### src/rtl/cpu_pkg.sv
/*
 * cpu package
 * word and field types, opcode and funct codes, ALU operation enum,
 * reset vector and instruction memory depth for the five-stage pipeline
 */
`default_nettype none

package cpu_pkg;
    typedef logic [31:0] word_t;        // data, instruction and pc
    typedef logic [4:0]  reg_addr_t;
    typedef logic [5:0]  opcode_t;
    typedef logic [5:0]  funct_t;
    typedef logic [5:0]  imem_addr_t;   // instruction memory word index

    typedef enum logic [2:0] {ALU_ADD, ALU_SUB, ALU_AND, ALU_OR, ALU_SLT, ALU_NOR} alu_op_e;

    localparam opcode_t OPC_RTYPE = 6'd0;
    localparam opcode_t OPC_ADDI  = 6'd8;

    localparam funct_t FUNCT_ADD = 6'd32;
    localparam funct_t FUNCT_SUB = 6'd34;
    localparam funct_t FUNCT_AND = 6'd36;
    localparam funct_t FUNCT_OR  = 6'd37;
    localparam funct_t FUNCT_NOR = 6'd39;
    localparam funct_t FUNCT_SLT = 6'd42;

    localparam word_t RESET_PC   = 32'h0040_0000;
    localparam int    IMEM_DEPTH = 64;
endpackage

`default_nettype wire
### src/rtl/pipeline_top.sv
/*
 * pipeline top
 * five-stage in-order integer pipeline: fetch, decode, execute,
 * memory pass-through and write-back, with instruction load and retire ports
 */
`timescale 1ns/1ps
`default_nettype none

module pipeline_top import cpu_pkg::*; (
    input  logic       SYS_reset,
    input  logic       WB_exception_singal,
    input  logic       imem_we,
    input  imem_addr_t imem_addr,
    input  word_t      imem_data,
    output logic       retire_valid,
    output reg_addr_t  retire_reg,
    output word_t      retire_data
);
    word_t     d_instr;
    logic      stall;
    logic      fwd_rs;
    logic      fwd_rt;
    reg_addr_t rs;
    reg_addr_t rt;
    logic      uses_rt;
    word_t     op_a;
    word_t     op_b;
    word_t     imm;
    logic      use_imm;
    alu_op_e   alu_op;
    reg_addr_t dest;
    logic      reg_write;
    reg_addr_t ex_dest;
    logic      ex_write;
    word_t     ex_result;
    reg_addr_t mem_dest;
    logic      mem_write;
    word_t     mem_result;

    fetch_unit fetch_unit_i (
        .SYS_reset (SYS_reset), .WB_exception_singal (WB_exception_singal),
        .imem_we (imem_we), .imem_addr (imem_addr), .imem_data (imem_data),
        .stall (stall), .d_instr (d_instr),
        .d_pc ()                                    // pc trace only
    );

    decode_stage decode_stage_i (
        .SYS_reset (SYS_reset), .WB_exception_singal (WB_exception_singal),
        .d_instr (d_instr),
        .wb_we (retire_valid), .wb_reg (retire_reg), .wb_data (retire_data),
        .fwd_rs (fwd_rs), .fwd_rt (fwd_rt), .mem_result (mem_result),
        .rs (rs), .rt (rt), .uses_rt (uses_rt), .op_a (op_a), .op_b (op_b),
        .imm (imm), .use_imm (use_imm), .alu_op (alu_op), .dest (dest),
        .reg_write (reg_write)
    );

    hazard_unit hazard_unit_i (
        .rs (rs), .rt (rt), .uses_rt (uses_rt),
        .ex_dest (ex_dest), .ex_write (ex_write),
        .mem_dest (mem_dest), .mem_write (mem_write),
        .stall (stall), .fwd_rs (fwd_rs), .fwd_rt (fwd_rt)
    );

    execute_stage execute_stage_i (
        .SYS_reset (SYS_reset), .WB_exception_singal (WB_exception_singal),
        .stall (stall), .op_a (op_a), .op_b (op_b), .imm (imm),
        .use_imm (use_imm), .alu_op (alu_op), .dest (dest), .reg_write (reg_write),
        .ex_dest (ex_dest), .ex_write (ex_write), .ex_result (ex_result)
    );

    retire_stage retire_stage_i (
        .SYS_reset (SYS_reset), .WB_exception_singal (WB_exception_singal),
        .ex_dest (ex_dest), .ex_write (ex_write), .ex_result (ex_result),
        .mem_dest (mem_dest), .mem_write (mem_write), .mem_result (mem_result),
        .retire_valid (retire_valid), .retire_reg (retire_reg),
        .retire_data (retire_data)
    );
endmodule

`default_nettype wire

### src/rtl/retire_stage.sv
/*
 * retire stage
 * memory-stage register (pass-through, feeds forwarding) followed by
 * the write-back register that drives the register file and retire port
 */
`timescale 1ns/1ps
`default_nettype none

module retire_stage import cpu_pkg::*; (
    input  logic      SYS_reset,
    input  logic      WB_exception_singal,
    input  reg_addr_t ex_dest,
    input  logic      ex_write,
    input  word_t     ex_result,
    output reg_addr_t mem_dest,
    output logic      mem_write,
    output word_t     mem_result,
    output logic      retire_valid,
    output reg_addr_t retire_reg,
    output word_t     retire_data
);
    always_ff @(posedge SYS_reset or posedge WB_exception_singal)
    begin
        if (WB_exception_singal)
        begin
            mem_write    <= 1'b0;
            mem_dest     <= '0;
            retire_valid <= 1'b0;
            retire_reg   <= '0;
        end
        else
        begin
            mem_write    <= ex_write;
            mem_dest     <= ex_dest;
            retire_valid <= mem_write;  // doubles as register file write enable
            retire_reg   <= mem_dest;
        end
    end

    always_ff @(posedge SYS_reset)
    begin
        mem_result  <= ex_result;
        retire_data <= mem_result;
    end
endmodule

`default_nettype wire

### src/rtl/execute_stage.sv
/*
 * execute stage
 * decode-to-execute register, loading a bubble on stall, and the ALU
 * (add, sub, and, or, signed slt, nor; overflow ignored)
 */
`timescale 1ns/1ps
`default_nettype none

module execute_stage import cpu_pkg::*; (
    input  logic      SYS_reset,
    input  logic      WB_exception_singal,
    input  logic      stall,
    input  word_t     op_a,
    input  word_t     op_b,
    input  word_t     imm,
    input  logic      use_imm,
    input  alu_op_e   alu_op,
    input  reg_addr_t dest,
    input  logic      reg_write,
    output reg_addr_t ex_dest,
    output logic      ex_write,
    output word_t     ex_result
);
    word_t   ex_a;
    word_t   ex_b;
    alu_op_e ex_op;

    always_ff @(posedge SYS_reset or posedge WB_exception_singal)
    begin
        if (WB_exception_singal)
        begin
            ex_write <= 1'b0;
            ex_dest  <= '0;
        end
        else if (stall)
        begin
            ex_write <= 1'b0;       // bubble
            ex_dest  <= '0;
        end
        else
        begin
            ex_write <= reg_write;
            ex_dest  <= dest;
        end
    end

    always_ff @(posedge SYS_reset)
    begin
        ex_a  <= op_a;
        ex_b  <= use_imm ? imm : op_b;  // operand b chosen before the register
        ex_op <= alu_op;
    end

    always_comb
    begin
        case (ex_op)
            ALU_ADD: ex_result = ex_a + ex_b;
            ALU_SUB: ex_result = ex_a - ex_b;
            ALU_AND: ex_result = ex_a & ex_b;
            ALU_OR:  ex_result = ex_a | ex_b;
            ALU_SLT: ex_result = {31'd0, $signed(ex_a) < $signed(ex_b)};
            ALU_NOR: ex_result = ~(ex_a | ex_b);
            default: ex_result = '0;
        endcase
    end
endmodule

`default_nettype wire

### src/rtl/hazard_unit.sv
/*
 * hazard unit
 * compares decode sources with the execute and memory-stage destinations:
 * a match in execute stalls decode one cycle, a match in memory forwards
 */
`timescale 1ns/1ps
`default_nettype none

module hazard_unit import cpu_pkg::*; (
    input  reg_addr_t rs,
    input  reg_addr_t rt,
    input  logic      uses_rt,
    input  reg_addr_t ex_dest,
    input  logic      ex_write,
    input  reg_addr_t mem_dest,
    input  logic      mem_write,
    output logic      stall,
    output logic      fwd_rs,
    output logic      fwd_rt
);
    logic ex_hit_rs;
    logic ex_hit_rt;

    assign ex_hit_rs = (rs == ex_dest);
    assign ex_hit_rt = uses_rt && (rt == ex_dest);

    // result still in the ALU so decode waits for the memory stage
    assign stall = ex_write && (ex_hit_rs || ex_hit_rt);

    // dest is never 0 when a write flag is set, so rs of 0 never matches
    assign fwd_rs = mem_write && (rs == mem_dest);
    assign fwd_rt = mem_write && uses_rt && (rt == mem_dest);
endmodule

`default_nettype wire

### src/rtl/decode_stage.sv
/*
 * decode stage
 * splits the instruction in the decode register into fields, decodes
 * control, sign-extends the immediate and picks forwarded operands
 */
`timescale 1ns/1ps
`default_nettype none

module decode_stage import cpu_pkg::*; (
    input  logic      SYS_reset,
    input  logic      WB_exception_singal,
    input  word_t     d_instr,
    input  logic      wb_we,
    input  reg_addr_t wb_reg,
    input  word_t     wb_data,
    input  logic      fwd_rs,
    input  logic      fwd_rt,
    input  word_t     mem_result,
    output reg_addr_t rs,
    output reg_addr_t rt,
    output logic      uses_rt,
    output word_t     op_a,
    output word_t     op_b,
    output word_t     imm,
    output logic      use_imm,
    output alu_op_e   alu_op,
    output reg_addr_t dest,
    output logic      reg_write
);
    opcode_t   opcode;
    funct_t    funct;
    reg_addr_t rs_field;
    reg_addr_t rd_field;
    logic      instr_valid;
    logic      dest_is_rd;
    word_t     data_a;
    word_t     data_b;

    assign opcode   = d_instr[31:26];
    assign rs_field = d_instr[25:21];
    assign rt       = d_instr[20:16];
    assign rd_field = d_instr[15:11];
    assign funct    = d_instr[5:0];

    always_comb
    begin
        instr_valid = 1'b0;
        dest_is_rd  = 1'b0;
        use_imm     = 1'b0;
        alu_op      = ALU_ADD;
        case (opcode)
            OPC_RTYPE:
            begin
                instr_valid = 1'b1;
                dest_is_rd  = 1'b1;
                case (funct)
                    FUNCT_ADD: alu_op = ALU_ADD;
                    FUNCT_SUB: alu_op = ALU_SUB;
                    FUNCT_AND: alu_op = ALU_AND;
                    FUNCT_OR:  alu_op = ALU_OR;
                    FUNCT_SLT: alu_op = ALU_SLT;
                    FUNCT_NOR: alu_op = ALU_NOR;
                    default:   instr_valid = 1'b0;  // includes the all-zero nop
                endcase
            end
            OPC_ADDI:
            begin
                instr_valid = 1'b1;
                use_imm     = 1'b1;
            end
            default: instr_valid = 1'b0;            // unknown opcode runs as nop
        endcase
    end

    assign rs        = instr_valid ? rs_field : '0;  // no false stall on a nop
    assign uses_rt   = instr_valid && !use_imm;
    assign dest      = dest_is_rd ? rd_field : rt;
    assign reg_write = instr_valid && (dest != '0);  // register 0 writes dropped here
    assign imm       = {{16{d_instr[15]}}, d_instr[15:0]};

    register_file register_file_i (
        .SYS_reset           (SYS_reset),
        .WB_exception_singal (WB_exception_singal),
        .rd_a                (rs_field),
        .rd_b                (rt),
        .data_a              (data_a),
        .data_b              (data_b),
        .we                  (wb_we),
        .wr_reg              (wb_reg),
        .wr_data             (wb_data)
    );

    assign op_a = fwd_rs ? mem_result : data_a;   // memory-stage result wins
    assign op_b = fwd_rt ? mem_result : data_b;
endmodule

`default_nettype wire

### src/rtl/fetch_unit.sv
/*
 * fetch unit
 * program counter, instruction memory with a synchronous load port,
 * and the fetch-to-decode register; pc and register hold on stall
 */
`timescale 1ns/1ps
`default_nettype none

module fetch_unit import cpu_pkg::*; (
    input  logic       SYS_reset,
    input  logic       WB_exception_singal,
    input  logic       imem_we,
    input  imem_addr_t imem_addr,
    input  word_t      imem_data,
    input  logic       stall,
    output word_t      d_instr,
    output word_t      d_pc
);
    word_t      pc;
    imem_addr_t fetch_idx;
    word_t      imem [IMEM_DEPTH];

    assign fetch_idx = imem_addr_t'((pc - RESET_PC) >> 2);   // word index from reset vector

    // load port stays live while reset is held
    always_ff @(posedge SYS_reset)
    begin
        if (imem_we)
            imem[imem_addr] <= imem_data;
    end

    always_ff @(posedge SYS_reset or posedge WB_exception_singal)
    begin
        if (WB_exception_singal)
        begin
            pc      <= RESET_PC;
            d_instr <= '0;              // nop in decode
            d_pc    <= RESET_PC;
        end
        else if (!stall)
        begin
            pc      <= pc + 32'd4;
            d_instr <= imem[fetch_idx];
            d_pc    <= pc;
        end
    end
endmodule

`default_nettype wire

### src/rtl/register_file.sv
/*
 * register file
 * 32 x 32-bit, two combinational read ports and one write port;
 * a read of the register being written returns the new value
 */
`timescale 1ns/1ps
`default_nettype none

module register_file import cpu_pkg::*; (
    input  logic      SYS_reset,
    input  logic      WB_exception_singal,
    input  reg_addr_t rd_a,
    input  reg_addr_t rd_b,
    output word_t     data_a,
    output word_t     data_b,
    input  logic      we,
    input  reg_addr_t wr_reg,
    input  word_t     wr_data
);
    word_t regs [2**$bits(reg_addr_t)];

    // register 0 is cleared here and never written, so it reads zero
    always_ff @(posedge SYS_reset or posedge WB_exception_singal)
    begin
        if (WB_exception_singal)
        begin
            for (int i = 0; i < 2**$bits(reg_addr_t); i++)
                regs[i] <= '0;
        end
        else if (we)
            regs[wr_reg] <= wr_data;
    end

    assign data_a = (we && wr_reg == rd_a) ? wr_data : regs[rd_a];  // write-through
    assign data_b = (we && wr_reg == rd_b) ? wr_data : regs[rd_b];
endmodule

`default_nettype wire

### config.mk
export PLATFORM = sky130hd
export DESIGN_NAME = pipeline_top
export DESIGN_NICKNAME = d
export VERILOG_FILES = /design/src/rtl/cpu_pkg.sv /design/src/rtl/pipeline_top.sv /design/src/rtl/retire_stage.sv /design/src/rtl/execute_stage.sv /design/src/rtl/hazard_unit.sv /design/src/rtl/decode_stage.sv /design/src/rtl/fetch_unit.sv /design/src/rtl/register_file.sv
export SDC_FILE = /design/constraint.sdc
export NUM_CORES = 2
export LEC_CHECK = 0
export BUFFER_PORTS_ARGS = -buffer_cell sky130_fd_sc_hd__buf_2
export CORE_MARGIN = 4
export CORE_UTILIZATION = 57
export DETAILED_ROUTE_END_ITERATION = 8
export PLACE_DENSITY = 0.78
export SLEW_MARGIN = 15
export SYNTH_ARGS = -nofsm -noshare
export SYNTH_HDL_FRONTEND = slang
export SYNTH_HIERARCHICAL = 1
export SYNTH_SLANG_ARGS = --single-unit
### constraint.sdc
create_clock -name SYS_reset -period 56.7 [get_ports SYS_reset]
set_clock_uncertainty 0.15 [all_clocks]
set_input_delay 2.835 -clock SYS_reset [delete_from_list [all_inputs] [get_ports SYS_reset]]
set_output_delay 2.835 -clock SYS_reset [all_outputs]
set_load 0.03 [all_outputs]
After elaboration in Yosys (flattened, before gate mapping) --
Memories as Yosys holds them, arrays and structs flattened. A register that Yosys moved wholly into a read port is not among the register bits. Index checks and enable logic that the tools add are counted.
Cells by class: $add $sub $neg 4, order comparisons 5, equality and inequality tests 18, multiplexer cells 26, bitwise gates (word level) 6, reduce and logical (&&, ||, !) cells 17
Operators by type and width (number):
- 1024-bit bitwise mux | 1
- 32-bit binary-select mux with 5-bit select | 2
- 32-bit two-way mux | 10
- 32-bit case mux with 6 select lines | 1
- 32-bit demux with 5-bit select | 1
- 6-bit == test, second input constant | 6
- 32-bit by 3-bit adder with 32-bit output, second input constant | 1
- 32-bit adder | 1
- 32-bit AND | 1
- 32-bit less-than comparator | 1
- 32-bit inverter | 1
- 32-bit OR | 1
- 32-bit subtractor | 1
- 5-bit == test | 6
- 6-bit greater-or-equal comparator, second input constant | 3
- 5-bit inverter with 6-bit output | 3
- 5-bit two-way mux | 3
- 3-bit case mux with 5 select lines | 1
- 1-bit logical AND | 10
- 8-bit by 1-bit subtractor with 8-bit output, second input constant | 1
- 3-bit by 2-bit == test with 1-bit output, second input constant | 2
- 3-bit == test, second input constant | 2
- 6-bit by 4-bit == test with 1-bit output, second input constant | 1
- 6-bit logical NOT | 1
- 9 further kinds | 15
Word-level totals: register bits after elaboration 1205, RAM bits 2048, input port bits 41, output and inout port bits 38, word-level logic and storage cells 121, memories 1
Memories:
- fetch_unit_i.imem | depth 64, bits a word 32, read ports 1, clocked after memory_dff 1, wr ports 1, line fetch_unit.sv:21 | word_t imem [IMEM_DEPTH];

Logic depth before layout (Yosys ltp) --
depth after elaboration 9, mapped depth 13

Hierarchy --
The synthesis kept the hierarchy.
Modules (own cells, without submodules):
- fetch_unit | times used 1, cells an instance 3810, area an instance 82177.6 um^2, sequential area each 63803.7 um^2
- register_file | times used 1, cells an instance 4091, area an instance 56138.8 um^2, sequential area each 25624.6 um^2
- execute_stage | times used 1, cells an instance 881, area an instance 6906.6 um^2, sequential area each 1491.4 um^2
- retire_stage | times used 1, cells an instance 77, area an instance 1585.3 um^2, sequential area each 1581.5 um^2
- decode_stage | times used 1, cells an instance 151, area an instance 1321.3 um^2, sequential area each 0.0 um^2
- hazard_unit | times used 1, cells an instance 30, area an instance 230.2 um^2, sequential area each 0.0 um^2

Least setup slack after synthesis --
Ideal clock, no wire load.
path kind input to register, from input imem_addr[5], to memory fetch_unit_i/imem[48][0] in the netlist's numbering (enable), library setup time 0.461 ns, arrival time 5.721 ns, required time 56.089 ns, path slack 50.368 ns, cell stages on the path 4, path through clkbuf_1 > nand3_1 > or3_1 > nor3_1
RTL lines:
- from (decl) | line pipeline_top.sv:13 | input imem_addr_t imem_addr,
- to (decl) | line fetch_unit.sv:21
Straight into the memory's write port.

==> summary.txt <==
Outcome
  – Status: completed

STA
  – Setup TNS Final: 0 ns
  – Final Max Slew Viols: 0
  – Fmax: approximately 120 MHz
  – Slew headroom: 10.32%
  – Fin. Hold Viols: 0
  – Final Cycle Share: about 15%
  – Unrepaired setup endpoints after global routing: false
  – Least-Margin Pin Slew: 1.335 ns
  – Final setup violating endpoints: 0
  – Hold_ws: 0.2060 ns
  – Crit path time final: 8.263 ns

Finish
  – Top reg by flops: fetch_unit_i/imem
  – Proportion of layout cells with a drive suffix above 1: 31.93%
  – Commonest non-fill, non-tap cell in the layout: edfxtp_1
  – Layout net count: 8,933
  – Largest register FFs: just over 2k
  – Commonest non-fill, non-tap cells in the layout: edfxtp_1, mux2_2, dfrtp_1, mux4_2, clkbuf_16
  – Area delta synth->final: 10.01%
  – Fillers: 16.97k
  – Registers with the most flip-flops: fetch_unit_i/imem x2048, decode_stage_i/register_file_i/regs x1024

Power and ir drop
  – Worst vdd ir: 0.05766 mV
  – Leak pwr: 61.48 nW
  – Pwr Density: between 40 and 50 nW/um2

Floorplanning
  – Row cnt: 185
  – Die area: 264,700 um2
  – I/O pins: 79
  – Initial Util: 57.43%
  – Die height: 514.5 um
  – Core Region: 254,600 um2
  – Die X: 514.5 um

Global routing
  – Initial antenna violation count: 24
  – Number of global-route vias before repair: 89.04k
  – GRT Total Usage: 32.72%
  – Largest net degree at the start of global routing: 169
  – Remaining global-route overflow: 0
  – Global-route wire length before repair: about 630 mm

Clock network
  – Maximum buffer depth of the clock tree: 4
  – H-tree level count: 5
  – Worst-path clk slew: 0.06 ns
  – Clock sink count: 3,259
  – Post-CTS sizing: 0
  – CTS root buf: clkbuf_16
  – CTS tree: done
  – Clock Latency Late Sink: 0.92 ns
  – Num CTS Buffers: 327
  – Setup bufs post-CTS: 0
  – Cts-stage hold buffer count: 0

Setup path
  – Element type at the critical path start: primary input
  – R2r setup slk: 50.80 ns
  – Setup Crit Path Kind: in2async
  – Critical path endpoint category: asynchronous set/reset pin
  – CP Max Fanout: roughly 170
  – Data arrival time of the worst path: 8.94 ns
  – Critical Path RT: 57.38 ns

Detailed routing
  – DRC viols: 0
  – Iteration-0 DRC Markers: between 10k and 15k
  – Vias per Instance: about 7.0
  – Routed vias: 87.57k
  – WL final: 438.7 mm
  – Routed Antenna Nets: 0
  – Drt wl/cell: 35.31 um
  – Total iterations of the first detailed-routing run: 8

Synth
  – YS warnings: 6
  – Cell Area, Synth: 146,200 um2
  – Mapped Cells: a little under 9k
  – Post-synthesis average cell area: about 16 um2
  – Syn Nets: 9,029

Hold path
  – Worst Hold Class: reg2reg

Placed design
  – Post-DP HPWL: 246.2 mm
  – # port buffers: 78
  – Final Wtd Congestion: 0.9526

Run
  – MaxCap Viol Count: 0
[worst max-delay path, cell delays in order]
cell	delay, ns
buf_2	0.16
inv_8	0.53
buf_4	0.88
buf_4	0.83
buf_4	0.82
buf_4	0.83
buf_12	0.71
buf_4	0.91
[where the power goes]
part / internal [W] / switching, W
sequential: 0.00270 / 0.000240
combinational: 0.00107 / 0.00170
clock: 0.00128 / 0.000932
total: 0.00505 / 0.00288
[cell type report]
type | count | area, um2 | share of cell area (%)
Tap cell | 3366 | 4212 | 2.618
Sequential cell | 3259 | 91200 | 56.69
Timing Repair Buffer | 308 | 2744 | 1.706
Clock buffer | 435 | 9094 | 5.653
Antenna cell | 12 | 30.03 | 0.01867
Inverter | 110 | 420.4 | 0.2613
Multi-Input combinational cell | 4782 | 51470 | 32.00
Clock inverter | 152 | 1690 | 1.051
[stage by stage]
stage | power, W | util (%) | worst slack [ns] | instance area (um2) | std cells
floorplan | 0.004766 | - | 24.90 | 146200 | 8884
global placement | 0.005600 | 58.66 | 47.63 | 149400 | 11800
detailed placement | 0.005656 | 58.77 | 47.35 | 149600 | 11810
CTS | 0.007872 | 63.01 | 48.28 | 160400 | 12390
global route | 0.008166 | 63.17 | 47.47 | 160800 | 12420
finish | 0.007929 | 63.18 | 48.44 | 160900 | 12420
[final timing paths]
check | startpoint | to | cells after the start
max in group SYS_reset | fetch_unit_i/pc[3] | fetch_unit_i/d_instr[15] | 7
worst max register to register | fetch_unit_i/pc[3] | fetch_unit_i/d_instr[15] | 7
worst max-delay path | WB_exception_singal | decode_stage_i/register_file_i/regs[462] | 8
min in group asynchronous | WB_exception_singal | execute_stage_i/ex_dest[2] | 2
worst min-delay path | retire_stage_i/mem_result[23] | retire_stage_i/retire_data[23] | 0
worst min register to register | retire_stage_i/mem_result[23] | retire_stage_i/retire_data[23] | 0
[metal layers]
layer | share of wire (%) | global-route usage, % | up-vias
li1 | - | - | 34770
met1 | 34 | 40.79 | 45260
met2 | 47 | 51.52 | 5986
met3 | 10 | 7.376 | 1540
met4 | 8.4 | 22.19 | 14
met5 | 0.022 | 0.03653 | -
Note: power is estimated with default switching activity, not from simulation.
